[config.mk]
export PLATFORM = sky130hd
export DESIGN_NAME = text_editor_top
export DESIGN_NICKNAME = d
export VERILOG_FILES = /design/src/text_edit_pkg.sv /design/src/key_decoder.sv /design/src/symbol_cell.sv /design/src/symbol_vector.sv /design/src/text_buffer.sv /design/src/text_editor_top.sv
export SDC_FILE = /design/constraint.sdc
export NUM_CORES = 1
export LEC_CHECK = 0
export ABC_CLOCK_PERIOD_IN_PS = 7700
export BUFFER_PORTS_ARGS = -buffer_cell sky130_fd_sc_hd__buf_2
export CAP_MARGIN = 5
export CORE_MARGIN = 10
export CORE_UTILIZATION = 40
export CTS_CLUSTER_DIAMETER = 80
export DETAILED_ROUTE_END_ITERATION = 8
export GPL_TIMING_DRIVEN = 1
export PLACE_DENSITY_LB_ADDON = 0.15
export REMOVE_ABC_BUFFERS = 1
export SLEW_MARGIN = 30
export SYNTH_ARGS = -nofsm -noshare
export SYNTH_HDL_FRONTEND = slang
export SYNTH_HIERARCHICAL = 1
export SYNTH_SLANG_ARGS = --single-unit
[constraint.sdc]
create_clock -name clk -period 7.7 [get_ports clk]
set_input_delay 1.54 -clock clk [delete_from_list [all_inputs] [get_ports clk]]
set_output_delay 1.54 -clock clk [all_outputs]
set_load 0.05 [all_outputs]
[src/text_edit_pkg.sv]
package text_edit_pkg;

    //////////////////////////////
    // Capacity and widths
    //////////////////////////////

    localparam int symbol_width = 7;
    localparam int symbol_count = 15;
    localparam int index_width  = $clog2(symbol_count);
    localparam int length_width = $clog2(symbol_count + 1);

    //////////////////////////////
    // Key codes
    //////////////////////////////

    typedef enum logic [1:0] {
        ctrl_none,
        ctrl_left,
        ctrl_right,
        ctrl_backspace
    } ctrl_code_t;

    typedef struct packed {
        logic                    ctrl;
        logic [symbol_width-1:0] symbol;
    } key_symbol_view_t;

    typedef struct packed {
        logic       ctrl;
        logic [4:0] spare;
        ctrl_code_t code;
    } key_control_view_t;

    // Same key word seen as a printable symbol or as a control code
    typedef union packed {
        key_symbol_view_t  sym;
        key_control_view_t ctl;
    } key_code_t;

    // Symbol of zero means no insert
    typedef struct packed {
        logic                    left;
        logic                    right;
        logic                    backspace;
        logic [symbol_width-1:0] symbol;
    } edit_cmd_t;

    typedef enum logic [1:0] {
        cell_hold,
        cell_insert,
        cell_remove
    } cell_op_t;

endpackage

[src/key_decoder.sv]
module key_decoder (
    input  logic                     clk,
    input  logic                     rst_n,
    input  text_edit_pkg::key_code_t key,
    input  logic                     key_valid,
    output logic                     key_ready,
    output text_edit_pkg::edit_cmd_t edit,
    input  logic                     input_ready
);
    import text_edit_pkg::*;

    edit_cmd_t decoded;

    // Printable symbol first, control code otherwise
    always_comb begin
        decoded = '0;
        if (!key.sym.ctrl && (key.sym.symbol != '0)) begin
            decoded.symbol = key.sym.symbol;
        end else begin
            case (key.ctl.code)
                ctrl_left: begin
                    decoded.left = 1'b1;
                end
                ctrl_right: begin
                    decoded.right = 1'b1;
                end
                ctrl_backspace: begin
                    decoded.backspace = 1'b1;
                end
                default: begin
                    decoded = '0;
                end
            endcase
        end
    end

    // Free again once the held edit has been cleared
    assign key_ready = (edit == '0);

    always_ff @(posedge clk or negedge rst_n) begin
        if (!rst_n) begin
            edit <= '0;
        end else if (!key_ready) begin
            if (input_ready) begin
                edit <= '0;
            end
        end else if (key_valid && (decoded != '0)) begin
            edit <= decoded;
        end
    end

endmodule

[src/symbol_cell.sv]
module symbol_cell (
    input  logic                                   clk,
    input  logic                                   rst_n,
    input  text_edit_pkg::cell_op_t                op,
    input  logic                                   at_or_above,
    input  logic [text_edit_pkg::symbol_width-1:0] below_data,
    input  logic [text_edit_pkg::symbol_width-1:0] above_data,
    input  logic                                   load_here,
    input  logic [text_edit_pkg::symbol_width-1:0] data_in,
    output logic [text_edit_pkg::symbol_width-1:0] data
);
    import text_edit_pkg::*;

    // Empty slots read as zero, so the slot after the text is always blank
    always_ff @(posedge clk or negedge rst_n) begin
        if (!rst_n) begin
            data <= '0;
        end else begin
            case (op)
                cell_insert: begin
                    if (load_here) begin
                        data <= data_in;
                    end else if (at_or_above) begin
                        // Make room by taking the lower neighbour
                        data <= below_data;
                    end
                end
                cell_remove: begin
                    if (at_or_above) begin
                        data <= above_data;
                    end
                end
                default: begin
                    data <= data;
                end
            endcase
        end
    end

endmodule

[src/symbol_vector.sv]
module symbol_vector (
    input  logic                                   clk,
    input  logic                                   rst_n,
    input  text_edit_pkg::cell_op_t                op,
    input  logic [text_edit_pkg::index_width-1:0]  index,
    input  logic [text_edit_pkg::symbol_width-1:0] data_in,
    input  logic                                   get,
    output logic [text_edit_pkg::symbol_width-1:0] data_out,
    output logic [text_edit_pkg::length_width-1:0] length,
    output logic                                   ready
);
    import text_edit_pkg::*;

    // Cell i sits at row[i + 1], both ends are fixed zeros
    logic [symbol_width-1:0] row [0:symbol_count + 1];
    logic                    shifted;

    assign row[0]                = '0;
    assign row[symbol_count + 1] = '0;

    //////////////////////////////
    // Cell row
    //////////////////////////////

    for (genvar i = 0; i < symbol_count; i++) begin : g_cell
        logic at_or_above;
        logic load_here;

        assign at_or_above = (index <= index_width'(i));
        assign load_here   = (index == index_width'(i));

        symbol_cell u_cell (
            .clk         (clk),
            .rst_n       (rst_n),
            .op          (op),
            .at_or_above (at_or_above),
            .below_data  (row[i]),
            .above_data  (row[i + 2]),
            .load_here   (load_here),
            .data_in     (data_in),
            .data        (row[i + 1])
        );
    end

    //////////////////////////////
    // Length and ready
    //////////////////////////////

    always_ff @(posedge clk or negedge rst_n) begin
        if (!rst_n) begin
            length  <= '0;
            shifted <= 1'b0;
        end else begin
            shifted <= (op != cell_hold);
            case (op)
                cell_insert: begin
                    length <= length + length_width'(1);
                end
                cell_remove: begin
                    length <= length - length_width'(1);
                end
                default: begin
                    length <= length;
                end
            endcase
        end
    end

    // Low for the one cycle after a shift
    assign ready = !shifted;

    //////////////////////////////
    // Read port
    //////////////////////////////

    // An index of symbol_count lands on the upper zero end
    always_ff @(posedge clk) begin
        if (get) begin
            data_out <= row[int'(index) + 1];
        end
    end

endmodule

[src/text_buffer.sv]
module text_buffer (
    input  logic                                   clk,
    input  logic                                   rst_n,
    input  text_edit_pkg::edit_cmd_t               edit,
    output logic                                   input_ready,
    input  logic                                   iter_en,
    output logic [text_edit_pkg::symbol_width-1:0] iter_out,
    output logic                                   iter_out_valid,
    output logic                                   cursor_left,
    output logic                                   cursor_right
);
    import text_edit_pkg::*;

    typedef enum logic [1:0] {
        state_ready,
        state_handle,
        state_iter
    } state_t;

    state_t state;

    logic [length_width-1:0] cursor_index;
    logic [length_width-1:0] iter_index;
    logic                    inserted;

    cell_op_t                vec_op;
    logic [index_width-1:0]  vec_index;
    logic                    vec_get;
    logic [symbol_width-1:0] vec_data_out;
    logic [length_width-1:0] vec_length;
    logic                    vec_ready;

    logic has_edit;
    logic can_insert;
    logic can_remove;

    assign has_edit   = edit.left | edit.right | edit.backspace | (edit.symbol != '0);
    assign can_insert = (edit.symbol != '0) && (vec_length != length_width'(symbol_count));
    assign can_remove = edit.backspace && (cursor_index != '0);

    assign input_ready = (state == state_handle) && vec_ready;
    assign iter_out    = iter_out_valid ? vec_data_out : '0;

    symbol_vector u_vector (
        .clk      (clk),
        .rst_n    (rst_n),
        .op       (vec_op),
        .index    (vec_index),
        .data_in  (edit.symbol),
        .get      (vec_get),
        .data_out (vec_data_out),
        .length   (vec_length),
        .ready    (vec_ready)
    );

    //////////////////////////////
    // Vector commands
    //////////////////////////////

    always_comb begin
        vec_op    = cell_hold;
        vec_index = '0;
        vec_get   = 1'b0;
        case (state)
            state_ready: begin
                if (can_insert) begin
                    vec_op    = cell_insert;
                    vec_index = index_width'(cursor_index);
                end else if (can_remove) begin
                    vec_op    = cell_remove;
                    vec_index = index_width'(cursor_index - length_width'(1));
                end
            end
            state_iter: begin
                vec_index = index_width'(iter_index);
                vec_get   = iter_en;
            end
            default: begin
                vec_op = cell_hold;
            end
        endcase
    end

    //////////////////////////////
    // Control FSM
    //////////////////////////////

    always_ff @(posedge clk or negedge rst_n) begin
        if (!rst_n) begin
            state          <= state_ready;
            cursor_index   <= '0;
            iter_index     <= '0;
            inserted       <= 1'b0;
            iter_out_valid <= 1'b0;
            cursor_left    <= 1'b0;
            cursor_right   <= 1'b0;
        end else begin
            iter_out_valid <= 1'b0;
            cursor_left    <= 1'b0;
            cursor_right   <= 1'b0;

            case (state)
                state_ready: begin
                    // Pending edits win over a new iteration pass
                    if (has_edit) begin
                        inserted <= can_insert;
                        state    <= state_handle;
                    end else if (iter_en) begin
                        state <= state_iter;
                    end
                end
                state_handle: begin
                    // Length has already moved when ready comes back
                    if (vec_ready) begin
                        if ((edit.left || edit.backspace) && (cursor_index != '0)) begin
                            cursor_index <= cursor_index - length_width'(1);
                        end else if (inserted ||
                                     (edit.right && (cursor_index != vec_length))) begin
                            cursor_index <= cursor_index + length_width'(1);
                        end
                        state <= state_ready;
                    end
                end
                state_iter: begin
                    if (iter_en) begin
                        iter_out_valid <= 1'b1;
                        cursor_left    <= (iter_index == cursor_index);
                        cursor_right   <= (cursor_index != '0) &&
                                          (iter_index == cursor_index - length_width'(1));
                        // Last output is the blank slot after the text
                        if (iter_index == vec_length) begin
                            iter_index <= '0;
                            state      <= state_ready;
                        end else begin
                            iter_index <= iter_index + length_width'(1);
                        end
                    end
                end
                default: begin
                    state <= state_ready;
                end
            endcase
        end
    end

endmodule

[src/text_editor_top.sv]
module text_editor_top (
    input  logic                                   clk,
    input  logic                                   rst_n,
    input  text_edit_pkg::key_code_t               key,
    input  logic                                   key_valid,
    output logic                                   key_ready,
    input  logic                                   iter_en,
    output logic [text_edit_pkg::symbol_width-1:0] iter_out,
    output logic                                   iter_out_valid,
    output logic                                   cursor_left,
    output logic                                   cursor_right
);
    import text_edit_pkg::*;

    // Decoded edit held until the buffer applies it
    edit_cmd_t edit;
    logic      input_ready;

    key_decoder u_key_decoder (
        .clk         (clk),
        .rst_n       (rst_n),
        .key         (key),
        .key_valid   (key_valid),
        .key_ready   (key_ready),
        .edit        (edit),
        .input_ready (input_ready)
    );

    text_buffer u_text_buffer (
        .clk            (clk),
        .rst_n          (rst_n),
        .edit           (edit),
        .input_ready    (input_ready),
        .iter_en        (iter_en),
        .iter_out       (iter_out),
        .iter_out_valid (iter_out_valid),
        .cursor_left    (cursor_left),
        .cursor_right   (cursor_right)
    );

endmodule

# ---- Yosys cells after proc, flatten, opt, wreduce, memory -nomap -nowiden
# Index checks and enable logic that the tools add are counted.
# W data, S select, Z words.
dict set report totals {
  in_bits 12
  elab_cells 255
  register_bits 141
}
dict set report classes {
  n_lt_le_gt_ge 16
  reduce_logical 43
  n_eq_ne 61
  bitwise 5
  n_mux 95
  add_sub_neg 6
}
# op count
set op_table {}
lappend op_table {{$mux W7} 49}
lappend op_table {{$pmux W7 S2} 15}
lappend op_table {{$reduce_and A3 Y1} 16}
lappend op_table {{$ne A3 B3 Y1 const B} 15}
lappend op_table {{$bmux W7 S5} 1}
lappend op_table {{$ne A2 B2 Y1 const B} 17}
lappend op_table {{$ge A32 B6 Y1 const B} 1}
lappend op_table {{$not A5 Y32} 1}
lappend op_table {{$mux W10} 3}
lappend op_table {{$eq A4 B4 Y1 const B} 7}
lappend op_table {{$le A4 B4 Y1 const B} 7}
lappend op_table {{$mux W4} 5}
lappend op_table {{$eq A4 B3 Y1 const B} 4}
lappend op_table {{$le A4 B3 Y1 const B} 4}
lappend op_table {{$mux W2} 8}
lappend op_table {{$pmux W4 S2} 2}
lappend op_table {{$reduce_bool A7 Y1} 2}
lappend op_table {{$add A4 B1 Y4 const B} 3}
lappend op_table {{$eq A4 B4 Y1} 3}
lappend op_table {{$logic_not A10 Y1} 1}
lappend op_table {{$mux W1} 10}
lappend op_table {{$reduce_bool A10 Y1} 1}
lappend op_table {{$eq A2 B2 Y1 const B} 4}
lappend op_table {{$eq A4 B2 Y1 const B} 2}
lappend op_table {{23 further kinds} 45}

# ---- Longest topological paths before layout
# Gate-level depths: netlist of the first run.
dict set report depth {
  word_depth 10
  mapped_depth 19
  depth_no_buf 14
}

# ---- Cells and area by module
# The synthesis of the first run kept the hierarchy.
# mod area_per_inst_um2 cells_per_inst n_inst seq_area_each_um2
set modules_own_cells {}
lappend modules_own_cells {symbol_cell 436.7 33 15 175.2}
lappend modules_own_cells {symbol_vector 1889.3 211 1 335.3}
lappend modules_own_cells {text_buffer 1208.7 148 1 350.3}
lappend modules_own_cells {key_decoder 479.2 46 1 250.2}

# ---- Worst setup path after synthesis of the first run
# No wires, ideal clock.
dict set report synth_path {
  kind {register -> register}
  from {register u_key_decoder/edit[2] (netlist name)}
  to {register u_text_buffer/u_vector/g_cell[1].u_cell/data[0] (netlist bit)}
  setup_time_ns 0.135
  path_slack_ns 1.807
  period_less_slack_ns 5.893
  n_path_buf 4
  path_stages_with_launch 14
  t_arrival_ns 5.758
  path_cell_list {dfrtp_1 -> or4_4 -> o21a_4 -> nor4_1 -> a221o_1 -> buf_2 -> clkbuf_1 -> clkbuf_1 -> nor3_1 -> or2_1 -> nand3b_1 -> buf_4 -> mux2i_1 -> mux2i_1}
}
dict set report synth_between {
  elab_chain_len 7
  elab_cells_between_ends 16
}
# element line_no
set synth_lines {}
lappend synth_lines {{$reduce_bool A7 Y1 *} text_buffer.sv:38} ;# assign can_insert = (edit.symbol != '0) && (vec_length != length_width'(symbol_count));
lappend synth_lines {{$logic_and A1 B1 Y1 *} text_buffer.sv:38}
lappend synth_lines {{$mux W2 *} text_buffer.sv:66} ;# if (can_insert) begin
lappend synth_lines {{$mux W2 *} text_buffer.sv:64} ;# case (state)
lappend synth_lines {{via u_text_buffer.vec_op[1]} text_buffer.sv:26} ;# cell_op_t vec_op;
lappend synth_lines {{$eq A2 B1 Y1 / $eq A2 B2 Y1 (equally long branches)} symbol_cell.sv:19} ;# case (op)
lappend synth_lines {{$ne A3 B3 Y1 (no line), or another cell as far along} -}
lappend synth_lines {{$reduce_and A3 Y1 (no line)} -}
lappend synth_lines {{end signal: assignment} symbol_cell.sv:22} ;# data <= data_in;
lappend synth_lines {{end signal: assignment} symbol_cell.sv:25} ;# data <= below_data;
lappend synth_lines {{end signal: assignment} symbol_cell.sv:30} ;# data <= above_data;
lappend synth_lines {{end: declaration} symbol_cell.sv:10} ;# output logic [text_edit_pkg::symbol_width-1:0] data
# Mark *: on every way through the listed nets, which the timed path passes. The rest lies on a longest branch.
# A chain may end at the register's enable or synchronous reset.

# ---- Worst setup path in the final report of the first run
dict set report layout_path {
  from {register u_key_decoder/edit[4] (netlist name)}
  to {register u_text_buffer/u_vector/data_out[6] (netlist bit) (data pin)}
}
dict set report layout_between {
  elab_chain_len 9
}
# element line_no
set layout_lines {}
lappend layout_lines {{$reduce_bool A7 Y1} text_buffer.sv:38}
lappend layout_lines {{$logic_and A1 B1 Y1} text_buffer.sv:38}
lappend layout_lines {{$mux W4} text_buffer.sv:66}
lappend layout_lines {{$pmux W4 S2} text_buffer.sv:64}
lappend layout_lines {{via u_text_buffer.vec_index[0]} text_buffer.sv:27} ;# logic [index_width-1:0] vec_index;
lappend layout_lines {{$add A4 B1 Y5} symbol_vector.sv:79} ;# data_out <= row[int'(index) + 1];
lappend layout_lines {{$not A5 Y32 (not written as such)} symbol_vector.sv:79}
lappend layout_lines {{$bmux W7 S5} symbol_vector.sv:79}
lappend layout_lines {{$mux W7 (not written as such) (2 in series)} symbol_vector.sv:79}
lappend layout_lines {{end signal: assignment} symbol_vector.sv:79}
lappend layout_lines {{end: declaration} symbol_vector.sv:8} ;# output logic [text_edit_pkg::symbol_width-1:0] data_out,
# The timed path passes the listed nets, and every way through them passes these cells. The select of a mux whose other input is x is not followed.

==> results of run 1 <==
[power groups by stage]
stage	logic, W	registers (W)	clock network, W
2_1_floorplan	0.00276	0.00137	0
3_3_place_gp	0.00344	0.00166	0
3_5_place_dp	0.00346	0.00164	0
4_1_cts	0.00348	0.00163	0.000932
5_1_grt	0.00378	0.00167	0.000961
6_report	0.00350	0.00165	0.000915
[cells in the mapped netlist, types with 4 or more instances]
cell      number  area share, %
nor4_1         5           0.31
and3_1         6           0.37
nor3_1         6           0.30
or3_1          4           0.25
a31oi_1        8           0.49
o21ai_0       17           0.84
o211ai_4      15            3.2
a311o_1        7           0.69
mux4_2        11            2.4
xnor2_1       10           0.86
a21boi_1       7           0.52
o22ai_1        8           0.49
and2_1        13           0.80
nor2b_1        6           0.37
buf_4         15            1.1
a32oi_1       14            1.2
nor2_1        24           0.89
dfrtp_1      134             33
edfxtp_1       7            2.1
nand3_1        6           0.30
buf_2          6           0.30
nand2_1       36            1.3
nand2b_1       9           0.56
clkbuf_1      19           0.70
a21oi_1        9           0.44
buf_6         16            1.8
xor2_1        13            1.1
nand3b_1      17            1.3
inv_1         47            1.7
ha_1          11            1.4
mux2i_1      336             33
[routing by layer]
metal	part of all wire (%)	vias up	GRT usage, %
met5	0	-	0
met4	2.5	0	6.42
met3	4.3	41	2.72
met2	46	193	28.7
met1	47	3676	26.9
li1	-	3333	-
[sequential cells by signal (all words and copies together) (netlist names)]
register,count
u_key_decoder/edit,10
u_text_buffer/cursor_index,4
u_text_buffer/cursor_left,1
u_text_buffer/cursor_right,1
u_text_buffer/inserted,1
u_text_buffer/iter_index,4
u_text_buffer/iter_out_valid,1
u_text_buffer/state,2
u_text_buffer/u_vector/data_out,7
u_text_buffer/u_vector/g_cell.u_cell/data,105
u_text_buffer/u_vector/length,4
u_text_buffer/u_vector/shifted,1
[worst paths after layout]
path	to	slack [ns]	cells past startpoint
hold reg to reg	u_text_buffer/state[0]	0.55	2
hold / removal	u_text_buffer/state[0]	0.55	2
max in group asynchronous	u_key_decoder/edit[1]	5.24	2
setup reg to reg	u_text_buffer/u_vector/data_out[6]	2.64	11
min in group asynchronous	u_text_buffer/u_vector/g_cell[6].u_cell/data[3]	1.17	1
setup / recovery	u_text_buffer/u_vector/data_out[6]	2.64	11
[cells by family (layout without fill, tap and decap cells)]
| kind of cell | Yosys count | in the layout |
|---|---|---|
| AND/OR/NAND/NOR | 154 | 154 |
| buffers and inverters | 107 | 112 |
| XOR/XNOR | 23 | 23 |
| other | 1 | 14 |
| multiplexers | 352 | 352 |
| flip-flops | 141 | 141 |
| AO/OA/AOI/OAI | 111 | 111 |
| adder cells (fa/ha/maj) | 11 | 11 |
[per-stage QoR]
stage	cells	setup WS (ns)	hold slack (ns)	utilization (%)	power, W
global route	1248	2.37	0.590	44.2	0.00641
floorplan	854	0.700	0.501	-	0.00413
detailed placement	1217	2.40	0.538	41.6	0.00511
finish	1248	2.64	0.550	44.2	0.00606
global placement	1217	2.48	0.534	41.6	0.00510
CTS	1248	2.38	0.556	44.1	0.00605
[final cells by class]
class | count | area share [%]
Clock inverter | 12 | 1.67
Sequential cell | 141 | 32.2
Timing Repair Buffer | 33 | 1.80
Clock buffer | 19 | 4.10
Multi-Input combinational cell | 665 | 54.8
Inverter | 48 | 1.63
Tap cell | 330 | 3.73
[critical path, delay by kind of cell, from the launching register on]
family | cells | cell delay [ns]
AO/OA/AOI/OAI | 5 | 1.08
adder cells (fa/ha/maj) | 1 | 0.85
flip-flops | 1 | 0.71
multiplexers | 1 | 0.46
AND/OR/NAND/NOR | 2 | 1.03
buffers and inverters | 2 | 0.65
==> summary.md, run 1 <==
| Metric | Value |
|---|---|
| Worst r2r src | `u_key_decoder/edit[4]` |
| CTS buffer count | `17` |
| Largest net degree at the start of global routing | `81` |
| Routed len/inst | `23.9 um` |
| Synthesis-to-finish area growth | `9.20%` |
| Design area | `approximately 11000 um2` |
| Crit path max fanout | `30` |
| Crit path DAT | `5.23 ns` |
| Pleak | `5.38 nW` |
| Post-Synth Simple-Gate Area | `8.81%` |
| Initial DRC count | `about 640` |
| Clock Latency Late Sink | `0.43 ns` |
| Hold Violations, Final | `0` |
| Antenna cells | `0` |
| Critical Path Max Stage Delay | `0.85 ns` |
| FP Rows | `58` |
| Power Dens Cells | `between 500 and 600 nW/um2` |
| Setup TNS | `0 ns` |
| Placed inst area | `10400 um2` |
| Synth Flop Type | `dfrtp_1` |
| Clk buf depth | `2` |
| Slew margin rel. | `34.9%` |
| Hold WC Path Type | `reg -> reg` |
| Crit-path slowest cell | `ha_2` |
| Core area | `between 20000 and 30000 um2` |
| Hold Startpoint | `u_text_buffer/u_vector/shifted` |
| Post-cts repair resize count | `0` |
| Post-DR vias/cell | `approximately 5.8` |
| EDFF count, synth | `7` |
| # fillers | `2404` |
| Reg area | `3560 um2` |
| Clk_skew | `between 0.01 and 0.015 ns` |
| Die ar. | `around 32000 um2` |
| Crit share post-route | `65.7%` |
| Setup-failing EPs final | `0` |
| CTS tree | `built` |
| Initial Util | `40.4%` |
| Gate power share | `57.8%` |
| Startpoint Class | `flop` |
| Routed wire length | `29900 um` |
| Post-synthesis xor/xnor area fraction | `1.99%` |
| Initial antenna violation count | `0` |
| Min Tclk post-route | `5.06 ns` |
| Grt ovf | `0` |
| Max-cap violation count | `0` |
| Netlist cell types | `67` |
| CP cell instances | `or4_4 > o21a_4 > or3_1 > a221oi_4 > buf_4 > inv_1 > ha_2 > mux4_1 > a32oi_1 > a21boi_1 > a311o_1` |
| Global-route wire length before repair | `46500 um` |
| Most common cell after layout, fill and taps aside | `mux2i_1` |
| I/O pin count | `23` |
| Worst-path clk slew | `0.07 ns` |
| Worst Path Required | `roughly 7.9 ns` |
| Final Max Slew Viols | `0` |
| DRC viols | `0` |
| Post-route ant nets | `0` |
| Crit end category | `flop` |
| Clock share of power | `between 15 and 20%` |
| Chip Width | `179 um` |
| First-pass DRT Iterations | `5` |
| Post-CTS Setup Bufs | `0` |
| Post-synthesis compound-gate area fraction | `10.0%` |
| # H-tree levels | `4` |
| Post-synthesis adder-cell area fraction | `1.36%` |
| Share of layout cells above drive strength 1 | `12.3%` |
| Outcome | `finished, final reports clean` |
| Clk sinks | `141` |
| Cell Area, Synth | `10100 um2` |
| Root buf cell | `clkbuf_16` |
| Ys Warns | `6` |
| Sequential-to-total area share from yosys stat | `35.2%` |
| P_sw | `0.00288 W` |
| Mux share of post-synthesis cell area | `~37%` |
| Total Routing Usage GR | `18.9%` |
| Most frequent cells in the layout | `336 x mux2i_1, 133 x dfrtp_1, 47 x inv_1` |
| Cts hold-fix bufs | `0` |
| Crit path launch | `u_key_decoder/edit[4]` |
| Worst-margin pin slew | `0.971 ns` |
| Gate Count Post-Synth | `900` |
| FF+latch count, synth | `141` |
| Int Pwr | `0.00318 W` |
| Flop pwr share | `27.2%` |
| Hpwl dp | `20700 um` |
| Largest family of logic cells by synthesized area | `multiplexers` |
| Post-synthesis async set-or-reset flop share | `95.0%` |
| PortBufs | `22` |
| Area of the multi-input gates | `between 6000 and 7000 um2` |
| Vias | `just over 7000` |
| CP Class | `reg -> reg` |
| VDD IR max | `about 0.00025 V` |
| Sw Share | `47.4%` |
| Vias in the first global route | `approximately 7300` |
| RSZ-0062 raised after global routing | `no` |
| Syn avg cell area | `11.3 um2` |
| Final layout net count | `929` |
| Fmax | `198 MHz` |
| Die H | `179 um` |
| Final Wtd Congestion | `0.877` |
Power figures use the tool's default switching activity.
==> run 2, diff against run 1 <==
--- a/config.mk
+++ b/config.mk
@@ -5,7 +5,7 @@
 export SDC_FILE = /design/constraint.sdc
 export NUM_CORES = 1
 export LEC_CHECK = 0
-export ABC_CLOCK_PERIOD_IN_PS = 7700
+export ABC_CLOCK_PERIOD_IN_PS = 4500
 export BUFFER_PORTS_ARGS = -buffer_cell sky130_fd_sc_hd__buf_2
 export CAP_MARGIN = 5
 export CORE_MARGIN = 10
==> constraint.sdc (replaced) <==
create_clock -name clk -period 4.5 [get_ports clk]
set_input_delay 0.9 -clock clk [delete_from_list [all_inputs] [get_ports clk]]
set_output_delay 0.9 -clock clk [all_outputs]
set_load 0.05 [all_outputs]
==> summary.md, run 2 (synthesis gave the netlist of run 1 again) <==
| Metric | Value |
|---|---|
| Pleak | `5.51 nW (+2.3%)` |
| Clk sinks | `141 (unchanged)` |
| Die H | `179 um (unchanged)` |
| Vias | `7207 (-0.50%)` |
| Synthesis-to-finish area growth | `10.8%` |
| DRC viols | `0 (unchanged)` |
| Worst-margin pin slew | `0.778 ns (-0.193 ns)` |
| Hold Violations, Final | `0 (unchanged)` |
| Post-DR vias/cell | `5.67 (-2.3%)` |
| Final Max Slew Viols | `0 (unchanged)` |
| M1 GR Usage | `24.7% (-2.1 points)` |
| Share of layout cells above drive strength 1 | `13.8% (+1.5 points)` |
| Worst r2r src | `u_key_decoder/edit[2]` |
| Total Routing Usage GR | `17.4% (-1.5 points)` |
| # H-tree levels | `4 (unchanged)` |
| Grt ovf | `0 (unchanged)` |
| Final Wtd Congestion | `0.870 (-0.78%)` |
| Largest net degree at the start of global routing | `90 (+11%)` |
| CP cell instances | `or4_4 > o21a_4 > or3_1 > a221oi_4 > inv_1 > ha_1 > buf_4 > mux4_2 > a32oi_1 > a21boi_1 > a311o_1` |
| Hpwl dp | `19800 um (-4.8%)` |
| VDD IR max | `0.000349 V (+42%)` |
| CTS buffer count | `17 (unchanged)` |
| PnR worst setup slack | `0.558 ns (-2.08 ns)` |
| Setup-failing EPs final | `0 (unchanged)` |
| Clk_skew | `0.0132 ns (+0.000713 ns)` |
| Max-cap violation count | `0 (unchanged)` |
| Routed wire length | `27400 um (-8.3%)` |
| Worst Reg-to-Reg Cells | `11 (unchanged)` |
| Startpoint Class | `flop` |
| Worst Path Required | `4.68 ns (-3.19 ns)` |
| Crit end category | `flop` |
| I/O pin count | `23 (unchanged)` |
| Largest reg by FF count | `u_text_buffer/u_vector/g_cell.u_cell/data` |
| Core area | `25000 um2 (unchanged)` |
| Crit-path slowest cell | `or4_4` |
| Dpl ws | `0.571 ns (-1.83 ns)` |
| Global-route wire length before repair | `43800 um (-5.7%)` |
| Vias in the first global route | `7412 (+2.1%)` |
| CTS tree | `built` |
| Initial Util | `40.4% (unchanged)` |
| PortBufs | `22 (unchanged)` |
| CP Class | `reg -> reg` |
| Critical Path Max Stage Delay | `0.55 ns (-0.30 ns)` |
| Slew margin rel. | `47.7% (+13 points)` |
| Most frequent cells in the layout | `336 x mux2i_1, 134 x dfrtp_1, 47 x inv_1` |
| Finished Core Util | `44.8% (+0.63 points)` |
| First-pass DRT Iterations | `5 (unchanged)` |
| Most common cell after layout, fill and taps aside | `mux2i_1` |
| Global route hottest layer | `met2` |
| Clk buf depth | `2 (unchanged)` |
| Post-cts repair resize count | `0 (unchanged)` |
| Power Dens Cells | `923 nW/um2 (+68%)` |
| Initial DRC count | `511 (-20%)` |
| Outcome | `finished, final reports clean` |
| Max FFs per register | `105 (unchanged)` |
| Die ar. | `32100 um2 (unchanged)` |
| Fmax | `254 MHz (+28%)` |
| Min Tclk post-route | `3.94 ns (-1.12 ns)` |
| Met2 Usage GRT | `27.6% (-1.1 points)` |
| Post-route ant nets | `0 (unchanged)` |
| FP Rows | `58 (unchanged)` |
| Worst-path clk slew | `0.07 ns (about the same)` |
| Routed len/inst | `21.5 um (-10%)` |
| RSZ-0062 raised after global routing | `no` |
| Antenna cells | `0 (unchanged)` |
| Root buf cell | `clkbuf_16` |
| Clock Latency Late Sink | `0.42 ns (about the same)` |
| Crit share post-route | `87.6% (+22 points)` |
| M3 GR Usage | `2.17% (-0.55 points)` |
| Initial antenna violation count | `0 (unchanged)` |
| Biggest regs | `u_text_buffer/u_vector/g_cell.u_cell/data x105, u_key_decoder/edit x10, u_text_buffer/u_vector/data_out x7` |
| Final layout net count | `952 (+2.5%)` |
| Crit path DAT | `4.12 ns (-1.11 ns)` |
| Post-CTS Setup Bufs | `0 (unchanged)` |
| Crit path launch | `u_key_decoder/edit[2]` |
| Cts hold-fix bufs | `0 (unchanged)` |
| Crit path max fanout | `14 (-53%)` |
| Chip Width | `179 um (unchanged)` |
| # fillers | `2392 (-0.50%)` |
| Hold WC Path Type | `in -> async` |
-- run 2: cell type report --
type | count | area [um2] | share of cell area [%]
Clock inverter | 12 | 183 | 1.63
Multi-Input combinational cell | 665 | 6050 | 53.9
Inverter | 48 | 180 | 1.61
Timing Repair Buffer | 56 | 374 | 3.34
Tap cell | 330 | 413 | 3.68
Sequential cell | 141 | 3560 | 31.8
Clock buffer | 19 | 454 | 4.05
-- run 2: power breakdown --
group          leakage, nW  internal, W  switching, W
registers             1.78      0.00185      0.000673
logic                 3.41      0.00275       0.00352
clock network        0.313     0.000965      0.000586
total                 5.51      0.00557       0.00478
-- run 2: critical path: cells and delay by family, from the launching register on --
family / cells / cell delay [ns]
compound gates: 5 / 1.16
fa+ha+maj: 1 / 0.36
mux: 1 / 0.40
buf+inv: 2 / 0.45
simple gates: 2 / 0.94
flops: 1 / 0.37
-- run 2: path summary, 6_finish.rpt --
kind	endpoint	slack [ns]
min in group clk	u_text_buffer/u_vector/length[3]	0.58
min	u_text_buffer/u_vector/g_cell[7].u_cell/data[1]	0.55
min reg2reg	u_text_buffer/u_vector/length[3]	0.58
max	u_text_buffer/u_vector/data_out[1]	0.56
max reg2reg	u_text_buffer/u_vector/data_out[1]	0.56
max in group asynchronous	u_text_buffer/u_vector/g_cell[3].u_cell/data[4]	3.08
-- run 2: per-stage QoR --
step	hold slack, ns	area (um2)	total power (W)	std cells	TNS [ns]
after CTS	0.578	11200	0.0104	1271	0
after global placement	0.555	10600	0.00874	1240	0
final	0.550	11200	0.0104	1271	0
after global routing	0.601	11200	0.0110	1271	0
after detailed placement	0.568	10600	0.00878	1240	0
after floorplan	0.501	9750	0.00707	854	-199.03
-- run 2: metal layers --
| metal | vias to the layer above | wire length [um] |
|---|---|---|
| li1 | 3399 | - |
| met1 | 3687 | 13600 |
| met2 | 104 | 12900 |
| met3 | 17 | 527 |
| met4 | 0 | 306 |
| met5 | - | 0 |
==> run 3, diff against run 2 <==
--- a/config.mk
+++ b/config.mk
@@ -8,8 +8,7 @@
 export ABC_CLOCK_PERIOD_IN_PS = 4500
 export BUFFER_PORTS_ARGS = -buffer_cell sky130_fd_sc_hd__buf_2
 export CAP_MARGIN = 5
-export CORE_MARGIN = 10
-export CORE_UTILIZATION = 40
+export CORE_UTILIZATION = 58
 export CTS_CLUSTER_DIAMETER = 80
 export DETAILED_ROUTE_END_ITERATION = 8
 export GPL_TIMING_DRIVEN = 1
==> summary.md, run 3 (synthesis gave the netlist of run 1 again) <==
| Metric | Value |
|---|---|
| Outcome | `finished, final reports clean` |
| Crit path DAT | `4.46 ns (+0.34 ns)` |
| Routed len/inst | `24.1 um (+12%)` |
| Worst Path Required | `4.80 ns (+0.12 ns)` |
| Hpwl dp | `19800 um (about the same)` |
| Clk buf depth | `2 (unchanged)` |
| Slew margin rel. | `42.0% (-5.7 points)` |
| Buf+Inv Stages, Crit Path | `2 (unchanged)` |
| Max-cap violation count | `0 (unchanged)` |
| Vias in the first global route | `7565 (+2.1%)` |
| Startpoint Class | `flop` |
| Max FFs per register | `105 (unchanged)` |
| Final Wtd Congestion | `0.909 (+4.4%)` |
| Routed wire length | `27900 um (+1.7%)` |
| Crit end category | `flop` |
| Clk sinks | `141 (unchanged)` |
| Critical Path Max Stage Delay | `0.57 ns (+0.02 ns)` |
| Fmax | `240 MHz (-5.2%)` |
| Crit path max fanout | `24 (+10)` |
| Finished Core Util | `65.5% (+21 points)` |
| Chip Width | `134 um (-25%)` |
| Post-DR vias/cell | `6.59 (+16%)` |
| Clock Latency Late Sink | `0.43 ns (about the same)` |
| CTS tree | `built` |
| CP cell instances | `inv_1 > ha_1 > nand2b_1 > o21ai_0 > or3_1 > a221oi_4 > buf_4 > ha_1 > nor2_1 > a21oi_1 > nand3b_1 > mux2i_1 > mux2i_1` |
| Most frequent cells in the layout | `336 x mux2i_1, 134 x dfrtp_1, 47 x inv_1` |
| Final Max Slew Viols | `0 (unchanged)` |
| Most common cell after layout, fill and taps aside | `mux2i_1` |
| Setup TNS | `0 ns (unchanged)` |
| Die H | `134 um (-25%)` |
| Initial DRC count | `711 (+39%)` |
| Min Tclk post-route | `4.16 ns (+0.218 ns)` |
| Crit-path slowest cell | `dfrtp_1` |
| Die ar. | `18000 um2 (-44%)` |
| Global-route wire length before repair | `44100 um (+0.69%)` |
| Hold Violations, Final | `0 (unchanged)` |
| Initial Util | `60.2% (+20 points)` |
| Biggest regs | `u_text_buffer/u_vector/g_cell.u_cell/data x105, u_key_decoder/edit x10, u_text_buffer/u_vector/data_out x7` |
| Core area | `16800 um2 (-33%)` |
| Setup-failing EPs final | `0 (unchanged)` |
| Largest net degree at the start of global routing | `65 (-28%)` |
| Root buf cell | `clkbuf_16` |
| Synthesis-to-finish area growth | `8.78%` |
| Grt ovf | `0 (unchanged)` |
| Final layout net count | `947 (-0.53%)` |
| Post-CTS Setup Bufs | `0 (unchanged)` |
| Worst-margin pin slew | `0.867 ns (+0.0891 ns)` |
| Vias | `7628 (+5.8%)` |
| Largest reg by FF count | `u_text_buffer/u_vector/g_cell.u_cell/data` |
| Post-route ant nets | `0 (unchanged)` |
| FP Rows | `47 (-19%)` |
| Post-cts repair resize count | `0 (unchanged)` |
| RSZ-0062 raised after global routing | `no` |
| First-pass DRT Iterations | `5 (unchanged)` |
| CP Class | `reg -> reg` |
| # H-tree levels | `4 (unchanged)` |
| Cts hold-fix bufs | `0 (unchanged)` |
| CTS buffer count | `17 (unchanged)` |
| I/O pin count | `23 (unchanged)` |
| Share of layout cells above drive strength 1 | `13.4% (-0.37 points)` |
| Crit share post-route | `92.5% (+4.9 points)` |
| Worst Hold Slack | `0.470 ns (-0.0806 ns)` |
| Delay-heaviest family, CP | `simple AND/OR/NAND/NOR gates` |
| PortBufs | `22 (unchanged)` |
| Clk_skew | `0.0109 ns (-0.00227 ns)` |
| Initial antenna violation count | `0 (unchanged)` |
| Antenna cells | `0 (unchanged)` |
| Hold WC Path Type | `in -> async` |
| Worst-path clk slew | `0.06 ns (about the same)` |
| Total Routing Usage GR | `32.5% (+15 points)` |
| DRC viols | `0 (unchanged)` |
| # fillers | `1287 (-46%)` |
==> run 3: changes by cell type in the layout (fill, tap and decap cells not counted) <==
cell        before  now
buf_4           34   29
clkbuf_8         1    5
bufinv_16        4    2
clkinv_4         3    1
clkinvlp_4       0    2
inv_6            3    1
nor3_2           3    1
buf_6            0    1
clkbuf_16       18   17
clkinv_2         2    3
nor3_1           3    4
nor3_4           0    1
xnor2_1         10    9
xnor2_2          0    1
==> run 3: metal layers <==
layer  GRT usage [%]  up-vias  share of wire (%)
li1                -     3370                  -
met1            47.0     3882                 46
met2            50.7      322                 46
met3            4.46       54                5.9
met4            10.5        0                2.4
met5               0        -                  0
==> run 3: layout make-up <==
class | count | area, um2 | share of cell area [%]
multi-input combinational | 665 | 6060 | 55.0
sequential | 141 | 3560 | 32.3
clock buffer | 23 | 498 | 4.52
timing repair buffer | 51 | 334 | 3.03
tap | 220 | 275 | 2.50
inverter | 48 | 180 | 1.64
clock inverter | 9 | 108 | 0.977
==> run 3: worst paths after layout <==
kind	end	depth (start not counted)	slack, ns	from
hold / removal	u_text_buffer/u_vector/g_cell[14].u_cell/data[2]	1	0.47	rst_n
hold reg to reg	u_text_buffer/state[0]	2	0.57	u_text_buffer/u_vector/shifted
setup reg to reg	u_text_buffer/u_vector/g_cell[5].u_cell/data[0]	13	0.34	u_text_buffer/cursor_index[0]
min in group clk	u_text_buffer/state[0]	2	0.57	u_text_buffer/u_vector/shifted
max in group asynchronous	u_key_decoder/edit[2]	2	3.10	rst_n
setup / recovery	u_text_buffer/u_vector/g_cell[5].u_cell/data[0]	13	0.34	u_text_buffer/cursor_index[0]
==> run 3: per-stage QoR <==
step / setup WS [ns] / area [um2] / instances
3_3_place_gp: 0.417 / 10400 / 1125
3_5_place_dp: 0.442 / 10400 / 1125
6_report: 0.339 / 11000 / 1157
5_1_grt: 0.0948 / 11000 / 1157
2_1_floorplan: -2.50 / 9750 / 854
4_1_cts: 0.418 / 11000 / 1157
Power of run 3 is not shown: default switching activity piles up to over one toggle a cycle in this logic, so the estimate is an artifact.
